$ cat config.mk
export PLATFORM = sky130hd
export DESIGN_NAME = bank_main
export DESIGN_NICKNAME = d
export VERILOG_FILES = /design/src/bank_ctrl_pkg.sv /design/src/bank_types_pkg.sv /design/src/balance_store.sv /design/src/bank_main.sv /design/src/datapath.sv /design/src/main_control.sv /design/src/transaction_control.sv
export VERILOG_INCLUDE_DIRS = /design/src
export SDC_FILE = /design/constraint.sdc
export NUM_CORES = 1
export LEC_CHECK = 0
export ABC_CLOCK_PERIOD_IN_PS = 4500
export BUFFER_PORTS_ARGS = -buffer_cell sky130_fd_sc_hd__buf_4
export CORE_MARGIN = 10
export CORE_UTILIZATION = 60
export CTS_CLUSTER_DIAMETER = 80
export CTS_CLUSTER_SIZE = 40
export DETAILED_ROUTE_END_ITERATION = 8
export PLACE_DENSITY = 0.85
export SLEW_MARGIN = 20
export SYNTH_ARGS = -nofsm -noshare
export SYNTH_HDL_FRONTEND = slang
export SYNTH_SLANG_ARGS = --single-unit
$ cat constraint.sdc
create_clock -name clock -period 4.5 [get_ports clock]
set_input_delay 0.9 -clock clock [delete_from_list [all_inputs] [get_ports clock]]
set_output_delay 0.9 -clock clock [all_outputs]
set_load 0.05 [all_outputs]
$ cat src/bank_defines.svh
// Widths, reset balance, accepted key and travel length; balance width must exceed amount width
`ifndef BANK_DEFINES_SVH
`define BANK_DEFINES_SVH

// Stored balance width
`define BANK_BALANCE_W 11

// Amount and key share the switch field, so one width for both
`define BANK_AMOUNT_W 8

// Both players start with this
`define BANK_INIT_BALANCE 11'd1000

// The only key a transaction accepts
`define BANK_KEY_CODE 8'hA5

// Cycles spent in the travel step, at least 1
`define BANK_TRAVEL_CYCLES 4

// Largest value a balance can hold
`define BANK_BALANCE_MAX ((1 << `BANK_BALANCE_W) - 1)

`endif

$ cat src/bank_ctrl_pkg.sv
// Control encodings shared by the sequencer and the units it steps; step values are fixed
package bank_ctrl_pkg;

	// Button decode FSM
	typedef enum logic [1:0] {
		idle          = 2'd0,
		amount_loaded = 2'd1,
		key_loaded    = 2'd2,
		busy          = 2'd3
	} main_state_t;

	// Transaction steps in the order they run
	typedef enum logic [2:0] {
		step_idle   = 3'd0,
		step_read   = 3'd1,
		step_verify = 3'd2,
		step_travel = 3'd3,
		step_store  = 3'd4,
		step_finish = 3'd5
	} step_t;

	// Current step plus a flag for its first cycle
	typedef struct packed {
		step_t step;
		logic  step_first;
	} step_ctrl_t;

endpackage

$ cat src/bank_types_pkg.sv
// Data types of the payment path; sizes follow bank_defines.svh, player 0 is player 1
`include "bank_defines.svh"

package bank_types_pkg;

	// Amount entered on the switches
	typedef logic [`BANK_AMOUNT_W-1:0] amount_t;

	// Key code entered on the switches
	typedef logic [`BANK_AMOUNT_W-1:0] key_code_t;

	// Balance as held in the store
	typedef logic [`BANK_BALANCE_W-1:0] balance_t;

	// 0 is player 1, 1 is player 2
	typedef logic player_t;

	// One pending transfer
	typedef struct packed {
		player_t   payer;
		amount_t   amount;
		key_code_t key_code;
	} request_t;

	// Both balances, always moved together
	typedef struct packed {
		balance_t p1;
		balance_t p2;
	} balance_pair_t;

	// Outcome of the last verify, first failing check wins
	typedef enum logic [1:0] {
		status_ok       = 2'd0,
		status_bad_key  = 2'd1,
		status_no_funds = 2'd2,
		status_overflow = 2'd3
	} status_t;

endpackage

$ cat src/balance_store.sv
// Two-entry balance memory, both entries reset to the initial balance; p1 stored before p2
`include "bank_defines.svh"

module balance_store (
	input  logic                          clock,
	input  logic                          rst,
	input  bank_ctrl_pkg::step_ctrl_t     step_ctrl,
	input  bank_types_pkg::balance_pair_t new_balances,
	output bank_types_pkg::balance_pair_t balances,
	output logic                          done_store
);

	bank_types_pkg::balance_t mem [2];
	bank_types_pkg::balance_t wr_data;
	logic                     rd_en;
	logic                     wr_en;
	logic                     wr_idx;

	assign rd_en = (step_ctrl.step == bank_ctrl_pkg::step_read);
	assign wr_en = (step_ctrl.step == bank_ctrl_pkg::step_store);

	// Entry 0 in the first store cycle, entry 1 in the second
	assign wr_idx  = ~step_ctrl.step_first;
	assign wr_data = wr_idx ? new_balances.p2 : new_balances.p1;

	// Read is a single cycle, store ends with the second write
	assign done_store = rd_en | (wr_en & wr_idx);

	always_ff @(posedge clock) begin
		if (rst) begin
			mem[0]      <= `BANK_INIT_BALANCE;
			mem[1]      <= `BANK_INIT_BALANCE;
			balances.p1 <= `BANK_INIT_BALANCE;
			balances.p2 <= `BANK_INIT_BALANCE;
		end else begin
			if (rd_en) begin
				balances.p1 <= mem[0];
				balances.p2 <= mem[1];
			end
			if (wr_en) begin
				mem[wr_idx] <= wr_data;
				// Keep the outputs in step with the memory
				if (wr_idx) begin
					balances.p2 <= wr_data;
				end else begin
					balances.p1 <= wr_data;
				end
			end
		end
	end

	// Writes only happen inside the store step
	a_write_in_store: assert property (@(posedge clock) disable iff (rst)
		$rose(wr_en) |-> $past(step_ctrl.step) == bank_ctrl_pkg::step_travel);

	// The p1 write is always followed by the p2 write
	a_write_pair: assert property (@(posedge clock) disable iff (rst)
		(wr_en && !wr_idx) |=> (wr_en && wr_idx));

endmodule

$ cat src/bank_main.sv
// Board top level; buttons are active low, outputs are valid from finished until the next start
module bank_main (
	input  logic                     clock,
	input  logic                     rst,
	input  logic [9:0]               sw,
	input  logic [3:0]               key,
	output bank_types_pkg::balance_t p1_balance,
	output bank_types_pkg::balance_t p2_balance,
	output bank_types_pkg::status_t  status,
	output logic                     finished,
	output logic                     busy
);

	bank_ctrl_pkg::step_ctrl_t     step_ctrl;
	bank_types_pkg::balance_pair_t balances;
	bank_types_pkg::balance_pair_t new_balances;
	logic                          load_amount;
	logic                          load_key;
	logic                          start_txn;
	logic                          done_verify;
	logic                          done_store;
	logic                          done_step;

	// Decode stage
	main_control main_control_inst (
		.clock(clock), .rst(rst), .key(key), .finished(finished),
		.load_amount(load_amount), .load_key(load_key),
		.start_txn(start_txn), .busy(busy)
	);

	// Only one unit works in any step
	assign done_step = done_verify | done_store;

	// Execute stage
	transaction_control transaction_control_inst (
		.clock(clock), .rst(rst), .start_txn(start_txn), .done_step(done_step),
		.step_ctrl(step_ctrl), .finished(finished)
	);

	datapath datapath_inst (
		.clock(clock), .rst(rst), .step_ctrl(step_ctrl),
		.load_amount(load_amount), .load_key(load_key), .sw(sw),
		.balances(balances), .new_balances(new_balances),
		.status(status), .done_verify(done_verify)
	);

	// Result stage
	balance_store balance_store_inst (
		.clock(clock), .rst(rst), .step_ctrl(step_ctrl),
		.new_balances(new_balances), .balances(balances), .done_store(done_store)
	);

	assign p1_balance = balances.p1;
	assign p2_balance = balances.p2;

endmodule

$ cat src/datapath.sv
// Request latch and verify checks; results change only in verify, sw[8] picks the payer
`include "bank_defines.svh"

module datapath (
	input  logic                          clock,
	input  logic                          rst,
	input  bank_ctrl_pkg::step_ctrl_t     step_ctrl,
	input  logic                          load_amount,
	input  logic                          load_key,
	input  logic [9:0]                    sw,
	input  bank_types_pkg::balance_pair_t balances,
	output bank_types_pkg::balance_pair_t new_balances,
	output bank_types_pkg::status_t       status,
	output logic                          done_verify
);

	bank_types_pkg::request_t   req;
	bank_types_pkg::balance_t   payer_bal;
	bank_types_pkg::balance_t   payee_bal;
	bank_types_pkg::balance_t   amount_ext;
	bank_types_pkg::balance_t   payer_after;
	bank_types_pkg::balance_t   payee_after;
	bank_types_pkg::status_t    status_next;
	logic [`BANK_BALANCE_W:0]   payee_sum;
	logic                       key_ok;
	logic                       funds_ok;
	logic                       fits;
	logic                       verify;

	// Payer is taken with the amount, key comes later
	always_ff @(posedge clock) begin
		if (load_amount) begin
			req.amount <= sw[7:0];
			req.payer  <= sw[8];
		end
		if (load_key) begin
			req.key_code <= sw[7:0];
		end
	end

	assign verify      = (step_ctrl.step == bank_ctrl_pkg::step_verify);
	assign done_verify = verify;

	// Route balances by direction
	assign payer_bal  = req.payer ? balances.p2 : balances.p1;
	assign payee_bal  = req.payer ? balances.p1 : balances.p2;
	assign amount_ext = bank_types_pkg::balance_t'(req.amount);

	// Extra bit catches a payee that would wrap
	assign payee_sum   = {1'b0, payee_bal} + {1'b0, amount_ext};
	assign payer_after = payer_bal - amount_ext;
	assign payee_after = payee_sum[`BANK_BALANCE_W-1:0];

	assign key_ok   = (req.key_code == `BANK_KEY_CODE);
	assign funds_ok = (payer_bal >= amount_ext);
	assign fits     = ~payee_sum[`BANK_BALANCE_W];

	// Key first, then funds, then overflow
	always_comb begin
		if (!key_ok) begin
			status_next = bank_types_pkg::status_bad_key;
		end else if (!funds_ok) begin
			status_next = bank_types_pkg::status_no_funds;
		end else if (!fits) begin
			status_next = bank_types_pkg::status_overflow;
		end else begin
			status_next = bank_types_pkg::status_ok;
		end
	end

	always_ff @(posedge clock) begin
		if (rst) begin
			status <= bank_types_pkg::status_ok;
		end else if (verify) begin
			status <= status_next;
		end
	end

	// Rejected transfers write back what was read
	always_ff @(posedge clock) begin
		if (verify) begin
			if (status_next != bank_types_pkg::status_ok) begin
				new_balances <= balances;
			end else if (req.payer) begin
				new_balances.p1 <= payee_after;
				new_balances.p2 <= payer_after;
			end else begin
				new_balances.p1 <= payer_after;
				new_balances.p2 <= payee_after;
			end
		end
	end

endmodule

$ cat src/main_control.sv
// Button decode for active-low keys, no debounce; key[1] loads, key[0] starts, key[2] aborts
module main_control (
	input  logic       clock,
	input  logic       rst,
	input  logic [3:0] key,
	input  logic       finished,
	output logic       load_amount,
	output logic       load_key,
	output logic       start_txn,
	output logic       busy
);

	bank_ctrl_pkg::main_state_t state;
	logic [2:0] key_q;
	logic [2:0] key_d;
	logic [2:0] pressed;

	// Two sample stages, released buttons read 1
	always_ff @(posedge clock) begin
		if (rst) begin
			key_q <= 3'b111;
			key_d <= 3'b111;
		end else begin
			key_q <= key[2:0];
			key_d <= key_q;
		end
	end

	// High for one cycle on the 1 to 0 change
	assign pressed = key_d & ~key_q;

	always_ff @(posedge clock) begin
		if (rst) begin
			state       <= bank_ctrl_pkg::idle;
			load_amount <= 1'b0;
			load_key    <= 1'b0;
			start_txn   <= 1'b0;
		end else begin
			load_amount <= 1'b0;
			load_key    <= 1'b0;
			start_txn   <= 1'b0;
			case (state)
				bank_ctrl_pkg::idle: begin
					if (pressed[1]) begin
						load_amount <= 1'b1;
						state       <= bank_ctrl_pkg::amount_loaded;
					end
				end
				bank_ctrl_pkg::amount_loaded: begin
					if (pressed[2]) begin
						state <= bank_ctrl_pkg::idle;
					end else if (pressed[1]) begin
						load_key <= 1'b1;
						state    <= bank_ctrl_pkg::key_loaded;
					end
				end
				bank_ctrl_pkg::key_loaded: begin
					if (pressed[2]) begin
						state <= bank_ctrl_pkg::idle;
					end else if (pressed[0]) begin
						start_txn <= 1'b1;
						state     <= bank_ctrl_pkg::busy;
					end
				end
				// Buttons are ignored until the sequencer reports back
				default: begin
					if (finished) state <= bank_ctrl_pkg::idle;
				end
			endcase
		end
	end

	assign busy = (state == bank_ctrl_pkg::busy);

	// Load and start strobes never overlap
	a_one_strobe: assert property (@(posedge clock) disable iff (rst)
		$onehot0({load_amount, load_key, start_txn}));

endmodule

$ cat src/transaction_control.sv
// Step sequencer; read, verify and store wait for done_step, travel runs a fixed count
`include "bank_defines.svh"

module transaction_control (
	input  logic                      clock,
	input  logic                      rst,
	input  logic                      start_txn,
	input  logic                      done_step,
	output bank_ctrl_pkg::step_ctrl_t step_ctrl,
	output logic                      finished
);

	localparam int TRAVEL_W = $clog2(`BANK_TRAVEL_CYCLES + 1);

	bank_ctrl_pkg::step_t step_next;
	logic [TRAVEL_W-1:0]  travel_cnt;
	logic                 travel_done;

	// Last travel cycle
	assign travel_done = (travel_cnt == TRAVEL_W'(`BANK_TRAVEL_CYCLES - 1));

	always_comb begin
		step_next = step_ctrl.step;
		case (step_ctrl.step)
			bank_ctrl_pkg::step_idle: begin
				if (start_txn) step_next = bank_ctrl_pkg::step_read;
			end
			bank_ctrl_pkg::step_read: begin
				if (done_step) step_next = bank_ctrl_pkg::step_verify;
			end
			bank_ctrl_pkg::step_verify: begin
				if (done_step) step_next = bank_ctrl_pkg::step_travel;
			end
			bank_ctrl_pkg::step_travel: begin
				if (travel_done) step_next = bank_ctrl_pkg::step_store;
			end
			bank_ctrl_pkg::step_store: begin
				if (done_step) step_next = bank_ctrl_pkg::step_finish;
			end
			default: begin
				step_next = bank_ctrl_pkg::step_idle;
			end
		endcase
	end

	always_ff @(posedge clock) begin
		if (rst) begin
			step_ctrl.step       <= bank_ctrl_pkg::step_idle;
			step_ctrl.step_first <= 1'b0;
			travel_cnt           <= '0;
		end else begin
			step_ctrl.step       <= step_next;
			// Marks the first cycle of whatever step comes next
			step_ctrl.step_first <= (step_next != step_ctrl.step);
			if (step_ctrl.step == bank_ctrl_pkg::step_travel && !travel_done) begin
				travel_cnt <= travel_cnt + 1'b1;
			end else begin
				travel_cnt <= '0;
			end
		end
	end

	// One cycle, then back to idle
	assign finished = (step_ctrl.step == bank_ctrl_pkg::step_finish);

	// A transaction only begins on a start strobe from the decode stage
	a_start_first: assert property (@(posedge clock) disable iff (rst)
		($past(step_ctrl.step) == bank_ctrl_pkg::step_idle &&
		 step_ctrl.step != bank_ctrl_pkg::step_idle) |-> $past(start_txn));

endmodule
# [Word-level counts from Yosys, hierarchy flattened]
# Memories as Yosys holds them, arrays and structs flattened.
# Cells that the tools add are included.
[totals] ram_bits=22 latchBits=0 mem_count=1 rom_bits=0 register_bits=81 out_inout_bits=26
[memory_table] name="balance_store_inst.mem" depth=2 width=11 rd=2 rd_ports_with_merged_regs=0 wr=2 line_no="balance_store.sv:13" rtl="bank_types_pkg::balance_t mem [2];"
[op_classes] n_shift=0 reduce_logical=12 div_mod_pow=0 n_addsub=3 n_mul=0 eq_ne=14 n_lt_le_gt_ge=1 muxes=35 n_bitwise=10
[op_table] op="22-bit 2-to-1 mux" n=4
[op_table] op="11-bit 2-to-1 mux" n=6
[op_table] op="2-bit 2-to-1 mux" n=9
[op_table] op="3-bit 2-to-1 mux" n=5
[op_table] op="3-bit case mux with 5 select lines" n=1
[op_table] op="11-bit by 8-bit adder with 12-bit output" n=1
[op_table] op="11-bit by 8-bit greater-or-equal comparator with 1-bit output" n=1
[op_table] op="11-bit OR reduction" n=1
[op_table] op="11-bit by 8-bit subtractor with 11-bit output" n=1
[op_table] op="3-bit by 2-bit equality test with 1-bit output (second input constant)" n=3
[op_table] op="1-bit 2-to-1 mux" n=9
[op_table] op="8-bit equality test (second input constant)" n=1
[op_table] op="3-bit equality test (second input constant)" n=2
[op_table] op="3-bit by 1-bit inequality test with 1-bit output (second input constant)" n=2
[op_table] op="2-bit case mux with 3 select lines" n=1
[op_table] op="3-bit OR reduction" n=2
[op_table] op="1-bit inverter" n=5
[op_table] op="2-bit equality test (second input constant)" n=2
[op_table] op="4-bit AND reduction" n=1
[op_table] op="4-bit nonzero test" n=1
[op_table] op="2-bit OR reduction" n=2
[op_table] op="3-bit by 1-bit adder with 3-bit output (second input constant)" n=1
[op_table] op="3-bit bitwise AND" n=1
[op_table] op="3-bit by 1-bit equality test with 1-bit output (second input constant)" n=1
[op_table] op="other kinds (11)" n=12

# [Longest topological paths before layout]
[logic_depth] depth_word=7 depth_mapped=13 ltp_nobuf=9

# [By module]
# Synthesis repeated with hierarchy kept, for this count alone.
[unflattened] cells_unflattened=519 hier_area_um2=5655.4
[modules_own_cells] mod="datapath" area_per_inst_um2=2872.8 cells_each=254 instances=1
[modules_own_cells] mod="balance_store" area_per_inst_um2=2016.9 cells_each=189 instances=1
[modules_own_cells] mod="main_control" area_per_inst_um2=399.1 cells_each=36 instances=1
[modules_own_cells] mod="transaction_control" area_per_inst_um2=360.3 cells_each=39 instances=1
[modules_own_cells] mod="bank_main" area_per_inst_um2=6.3 cells_each=1 instances=1

# [Worst setup path before layout]
# No wires, ideal clock.
[synth_timing] kind="flip-flop to flip-flop" from="register datapath_inst.req[16] in the netlist's numbering" to="register, netlist name datapath_inst.new_balances[20]" period_less_slack_ns=3.514 n_path_buf=3 stages_incl_launch_ff=12 t_arrival_ns=3.231 path_slack_ns=0.986 path_cell_list="edfxtp_1 > buf_2 > buf_1 > clkbuf_1 > mux2_2 > ha_1 > a21o_1 > or2_0 > o31a_1 > a2111o_1 > a211oi_1 > xor2_1"
[synth_via] elab_chain_cells=7
[synth_rtl] item="from (decl)" line_no="datapath.sv:17" rtl="bank_types_pkg::request_t req;"
[synth_rtl] item="11-bit 2-to-1 mux" line_no="datapath.sv:46" rtl="assign payee_bal = req.payer ? balances.p1 : balances.p2;"
[synth_rtl] item="11-bit by 8-bit adder with 12-bit output" line_no="datapath.sv:50" rtl="assign payee_sum = {1'b0, payee_bal} + {1'b0, amount_ext};"
[synth_rtl] item="2-bit 2-to-1 mux" line_no="datapath.sv:64" rtl="end else if (!fits) begin"
[synth_rtl] item="2-bit 2-to-1 mux" line_no="datapath.sv:62" rtl="end else if (!funds_ok) begin"
[synth_rtl] item="2-bit 2-to-1 mux" line_no="datapath.sv:60" rtl="if (!key_ok) begin"
[synth_rtl] item="2-bit nonzero test" line_no="datapath.sv:82" rtl="if (status_next != bank_types_pkg::status_ok) begin"
[synth_rtl] item="22-bit 2-to-1 mux *" line_no="datapath.sv:82"
# Mark *: on every way between the ends. The rest lies on a longest branch, timed or not.
# A chain may end at the register's enable or synchronous reset.

# [Worst setup path in the final report]
[layout_timing] from="register datapath_inst.req[16] in the netlist's numbering" to="register, netlist name datapath_inst.new_balances[1]"
[layout_via] elab_chain_cells=7
[layout_rtl] item="11-bit 2-to-1 mux" line_no="datapath.sv:46"
[layout_rtl] item="11-bit by 8-bit adder with 12-bit output" line_no="datapath.sv:50"
[layout_rtl] item="2-bit 2-to-1 mux" line_no="datapath.sv:64"
[layout_rtl] item="2-bit 2-to-1 mux" line_no="datapath.sv:62"
[layout_rtl] item="2-bit 2-to-1 mux" line_no="datapath.sv:60"
[layout_rtl] item="2-bit nonzero test" line_no="datapath.sv:82"
[layout_rtl] item="22-bit 2-to-1 mux *" line_no="datapath.sv:82"
# Marked as above.

==> key figures <==
Drt
  • Drt initial violations: around 320
  • DRC Markers: 0
  • WL/cell: roughly 18 um
  • Via density: 6.09
  • Via count: roughly 4k
  • Detail Route Antenna Nets: 0
  • 1st-pass router iterations: 7
  • Final wirelength: approximately 12 mm

Yosys
  • Largest cells by area after synthesis: edfxtp_1 (34%), dfxtp_1 (16%), mux2_2 (4.9%)
  • Synth cell types: 56
  • Synth Net Count: roughly 530
  • Synthesized instance count: 498
  • Post-synth ARST share: 0%
  • Synthesized flop and latch total: 103
  • Yosys top cell area share: roughly a third
  • Synth area leader: edfxtp_1
  • Number of synthesized flops with an enable pin: between 60 and 70
  • Syn Std Cell Area: between 0.005 and 0.006 sq mm
  • Warnings, synthesis: 0
  • Register area share after synthesis: 50.3%
  • Mean post-synth cell area: approximately 11 sq um
  • Main synth FF type: edfxtp_1

Clock network
  • Clk slew on worst S/H paths: between 0.1 and 0.15 ns
  • CTS Buf Count: 9
  • CTS Root Cell: clkbuf_8
  • CTS tree: yes
  • Setup Buffers After CTS: 0
  • Worst-Skew Late Latency: 0.38 ns
  • Post-CTS sizing: 0
  • Max clock buf depth: 2
  • # hold bufs at CTS: 0
  • H-tree levels: 3
  • CTS sink count: around 100

Setup path
  • Critical Path End: datapath_inst.new_balances[1]
  • Critical R2R Capture: datapath_inst.new_balances[1]
  • Crit Path Class: reg2reg
  • Worst-path cell chain: buf_4 > mux2_2 > ha_1 > a21o_1 > a21oi_1 > a211oi_1 > o21a_1 > nor2_4 > mux2_2
  • R2R cell count: 9
  • WP data required: around 4.6 ns
  • Worst setup EP type: flop
  • CP arrival: 3.81 ns
  • R2R Setup Slk: a little over 0.8 ns
  • CP Launch Point: datapath_inst.req[16]
  • Crit path largest cell delay: between 0.6 and 0.7 ns
  • CP Max Fanout: 15
  • CP Launch Type: flop
  • RR Startpoint: datapath_inst.req[16]
  • CP most frequent cell: mux2_2
  • Worst path slowest cell: edfxtp_1

Layout
  • Final #Nets: roughly 560
  • Most frequent cells in the layout: nand2_1 (61), edfxtp_1 (61), buf_4 (43), dfxtp_1 (42), o21ai_0 (32)
  • Final Util: just under 70%
  • Layout area overhead: 10.2%
  • Final non-filler cell total: 641
  • Layout cells sized above 1: 19.7%
  • Inserted Diodes: 0

Floorplan
  • Starting Density: 61.2%
  • Die X: around 110 um
  • Floorplan core area: roughly 0.0087 sq mm
  • Die area: between 0.01 and 0.015 sq mm
  • Row cnt: 34
  • Y dimension of the die: about 110 um
  • IO Pins: 42

STA
  • Fin crit share: approximately four fifths
  • Post-route setup slack: between 0.8 and 0.9 ns
  • Fmax: 0.272 GHz
  • Final setup viols: 0
  • Slew HR: 33.1%
  • Setup TNS: 0 ns
  • Min Tclk post-route: 3.68 ns
  • Worst-Margin Slew: 1.00 ns
  • Final setup skew: just over 0.02 ns
  • Final Slew Violations: 0
  • RSZ-0062 raised after global routing: no
  • Endpoints failing hold: 0

Run
  • Max Cap Violations: 0

Global routing
  • GRT Util Overall: between 10% and 20%
  • Initial antenna violation count: 0
  • Global-route wire length before repair: around 19 mm
  • Number of global-route vias before repair: between 3k and 4k
  • Largest net degree at the start of global routing: 26
  • GRT overflow: 0

Min path
  • Min-delay src: transaction_control_inst.travel_cnt[0]
  • Hold Path Class: reg2reg

Place
  • Place WS: 0.847 ns
  • Placed Cells incl. Taps: approximately 630
  • Placer congestion estimate: between 0.9 and 1
  • Port buffer count: 39
  • HPWL after DPL: approximately 8.4 mm

Pwr
  • Lkg Pwr: between 2 and 2.5 nW
  • VDD IR-drop max: 0.177 mV
  • Pwr Density: 289 mW/mm^2

Outcome
  • Run status: completed
[stage by stage]
stage          total power [mW]  hold WS, ns  instance area [sq um]
6_report                   1.69        0.434                   5850
5_1_grt                    1.75        0.468                   5850
4_1_cts                    1.70        0.433                   5850
3_5_place_dp               1.15        0.417                   5660
3_3_place_gp               1.15        0.408                   5660
2_1_floorplan              1.12        0.397                   5310
[critical path, delay by kind of cell, from the launching register on]
family	cells	cell delay, ns
AOI/OAI and AO/OA	4	0.96
muxes	2	0.77
DFF	1	0.65
and+or+nand+nor	1	0.52
buffers and inverters	1	0.28
adders and majority gates	1	0.25
[state kept, by name, indices dropped and copies added (netlist names)]
signal and flops:
balance_store_inst.mem 22, datapath_inst.new_balances 22, balance_store_inst.balances 22, transaction_control_inst.step_ctrl 4
transaction_control_inst.travel_cnt 3, main_control_inst.key_q 3, main_control_inst.load_amount 1, main_control_inst.state 2
datapath_inst.status 2, main_control_inst.load_key 1, datapath_inst.req 9, main_control_inst.key_d 3
datapath_inst.amount_ext 8, main_control_inst.start_txn 1
[per-layer routing]
metal  GRT usage, %  wire [um]  vias up
met5              0          0        -
met4           7.02        293        0
met3           4.35        972       21
met2           29.0       5430      162
met1           23.5       4860     1843
li1               -          -     1877
[synth_stat cells (3+ instances only)]
master,count
edfxtp_1,61
nand2_1,61
dfxtp_1,42
o21ai_0,32
nor2_1,27
mux2_2,23
ha_1,18
clkbuf_1,17
nand3_1,16
inv_1,15
nand2b_1,15
a21oi_1,14
mux2i_1,12
a211oi_1,10
and2_1,10
and3_1,10
mux2_4,9
a311oi_1,8
nor3_1,8
xor2_1,8
nor2b_1,7
or2_2,7
a21o_1,6
nand4_1,6
o21a_1,5
xnor2_1,5
o21bai_1,4
buf_6,3
o211ai_1,3
[how the worst min path moves through the flow]
stage	end	slack, ns	depth (start not counted)
floorplan	transaction_control_inst.travel_cnt[0]	0.40	1
global placement	transaction_control_inst.travel_cnt[0]	0.41	1
detailed placement	transaction_control_inst.travel_cnt[0]	0.42	1
CTS	transaction_control_inst.travel_cnt[0]	0.43	1
global route	transaction_control_inst.travel_cnt[0]	0.47	1
finish	transaction_control_inst.travel_cnt[0]	0.43	1
[where the power goes]
group / internal [mW] / leakage (nW) / switching [mW]
logic: 0.0457 / 1.24 / 0.0666
registers: 1.01 / 0.862 / 0.0133
clock network: 0.214 / 0.0992 / 0.345
[cells by family (layout without fill, tap and decap cells)]
kind of cell / count (synthesis) / after routing / share of synthesized area (%)
DFF: 103 / 103 / 50.3
buffers and inverters: 40 / 75 / 3.30
and+or+nand+nor: 181 / 181 / 17.2
adders and majority gates: 20 / 20 / 4.99
AOI/OAI and AO/OA: 97 / 97 / 12.3
xor gates and xnor gates: 13 / 13 / 2.14
muxes: 44 / 44 / 9.68
[layout make-up]
cell class                      count  area (sq um)
Clock buffer                        9           124
Clock inverter                      7          65.1
Fill cell                         656          2830
Inverter                           16          60.1
Multi-Input combinational cell    355          2470
Sequential cell                   103          2670
Tap cell                          108           135
Timing Repair Buffer               43           323
Note: power is estimated with default switching activity, not from simulation.
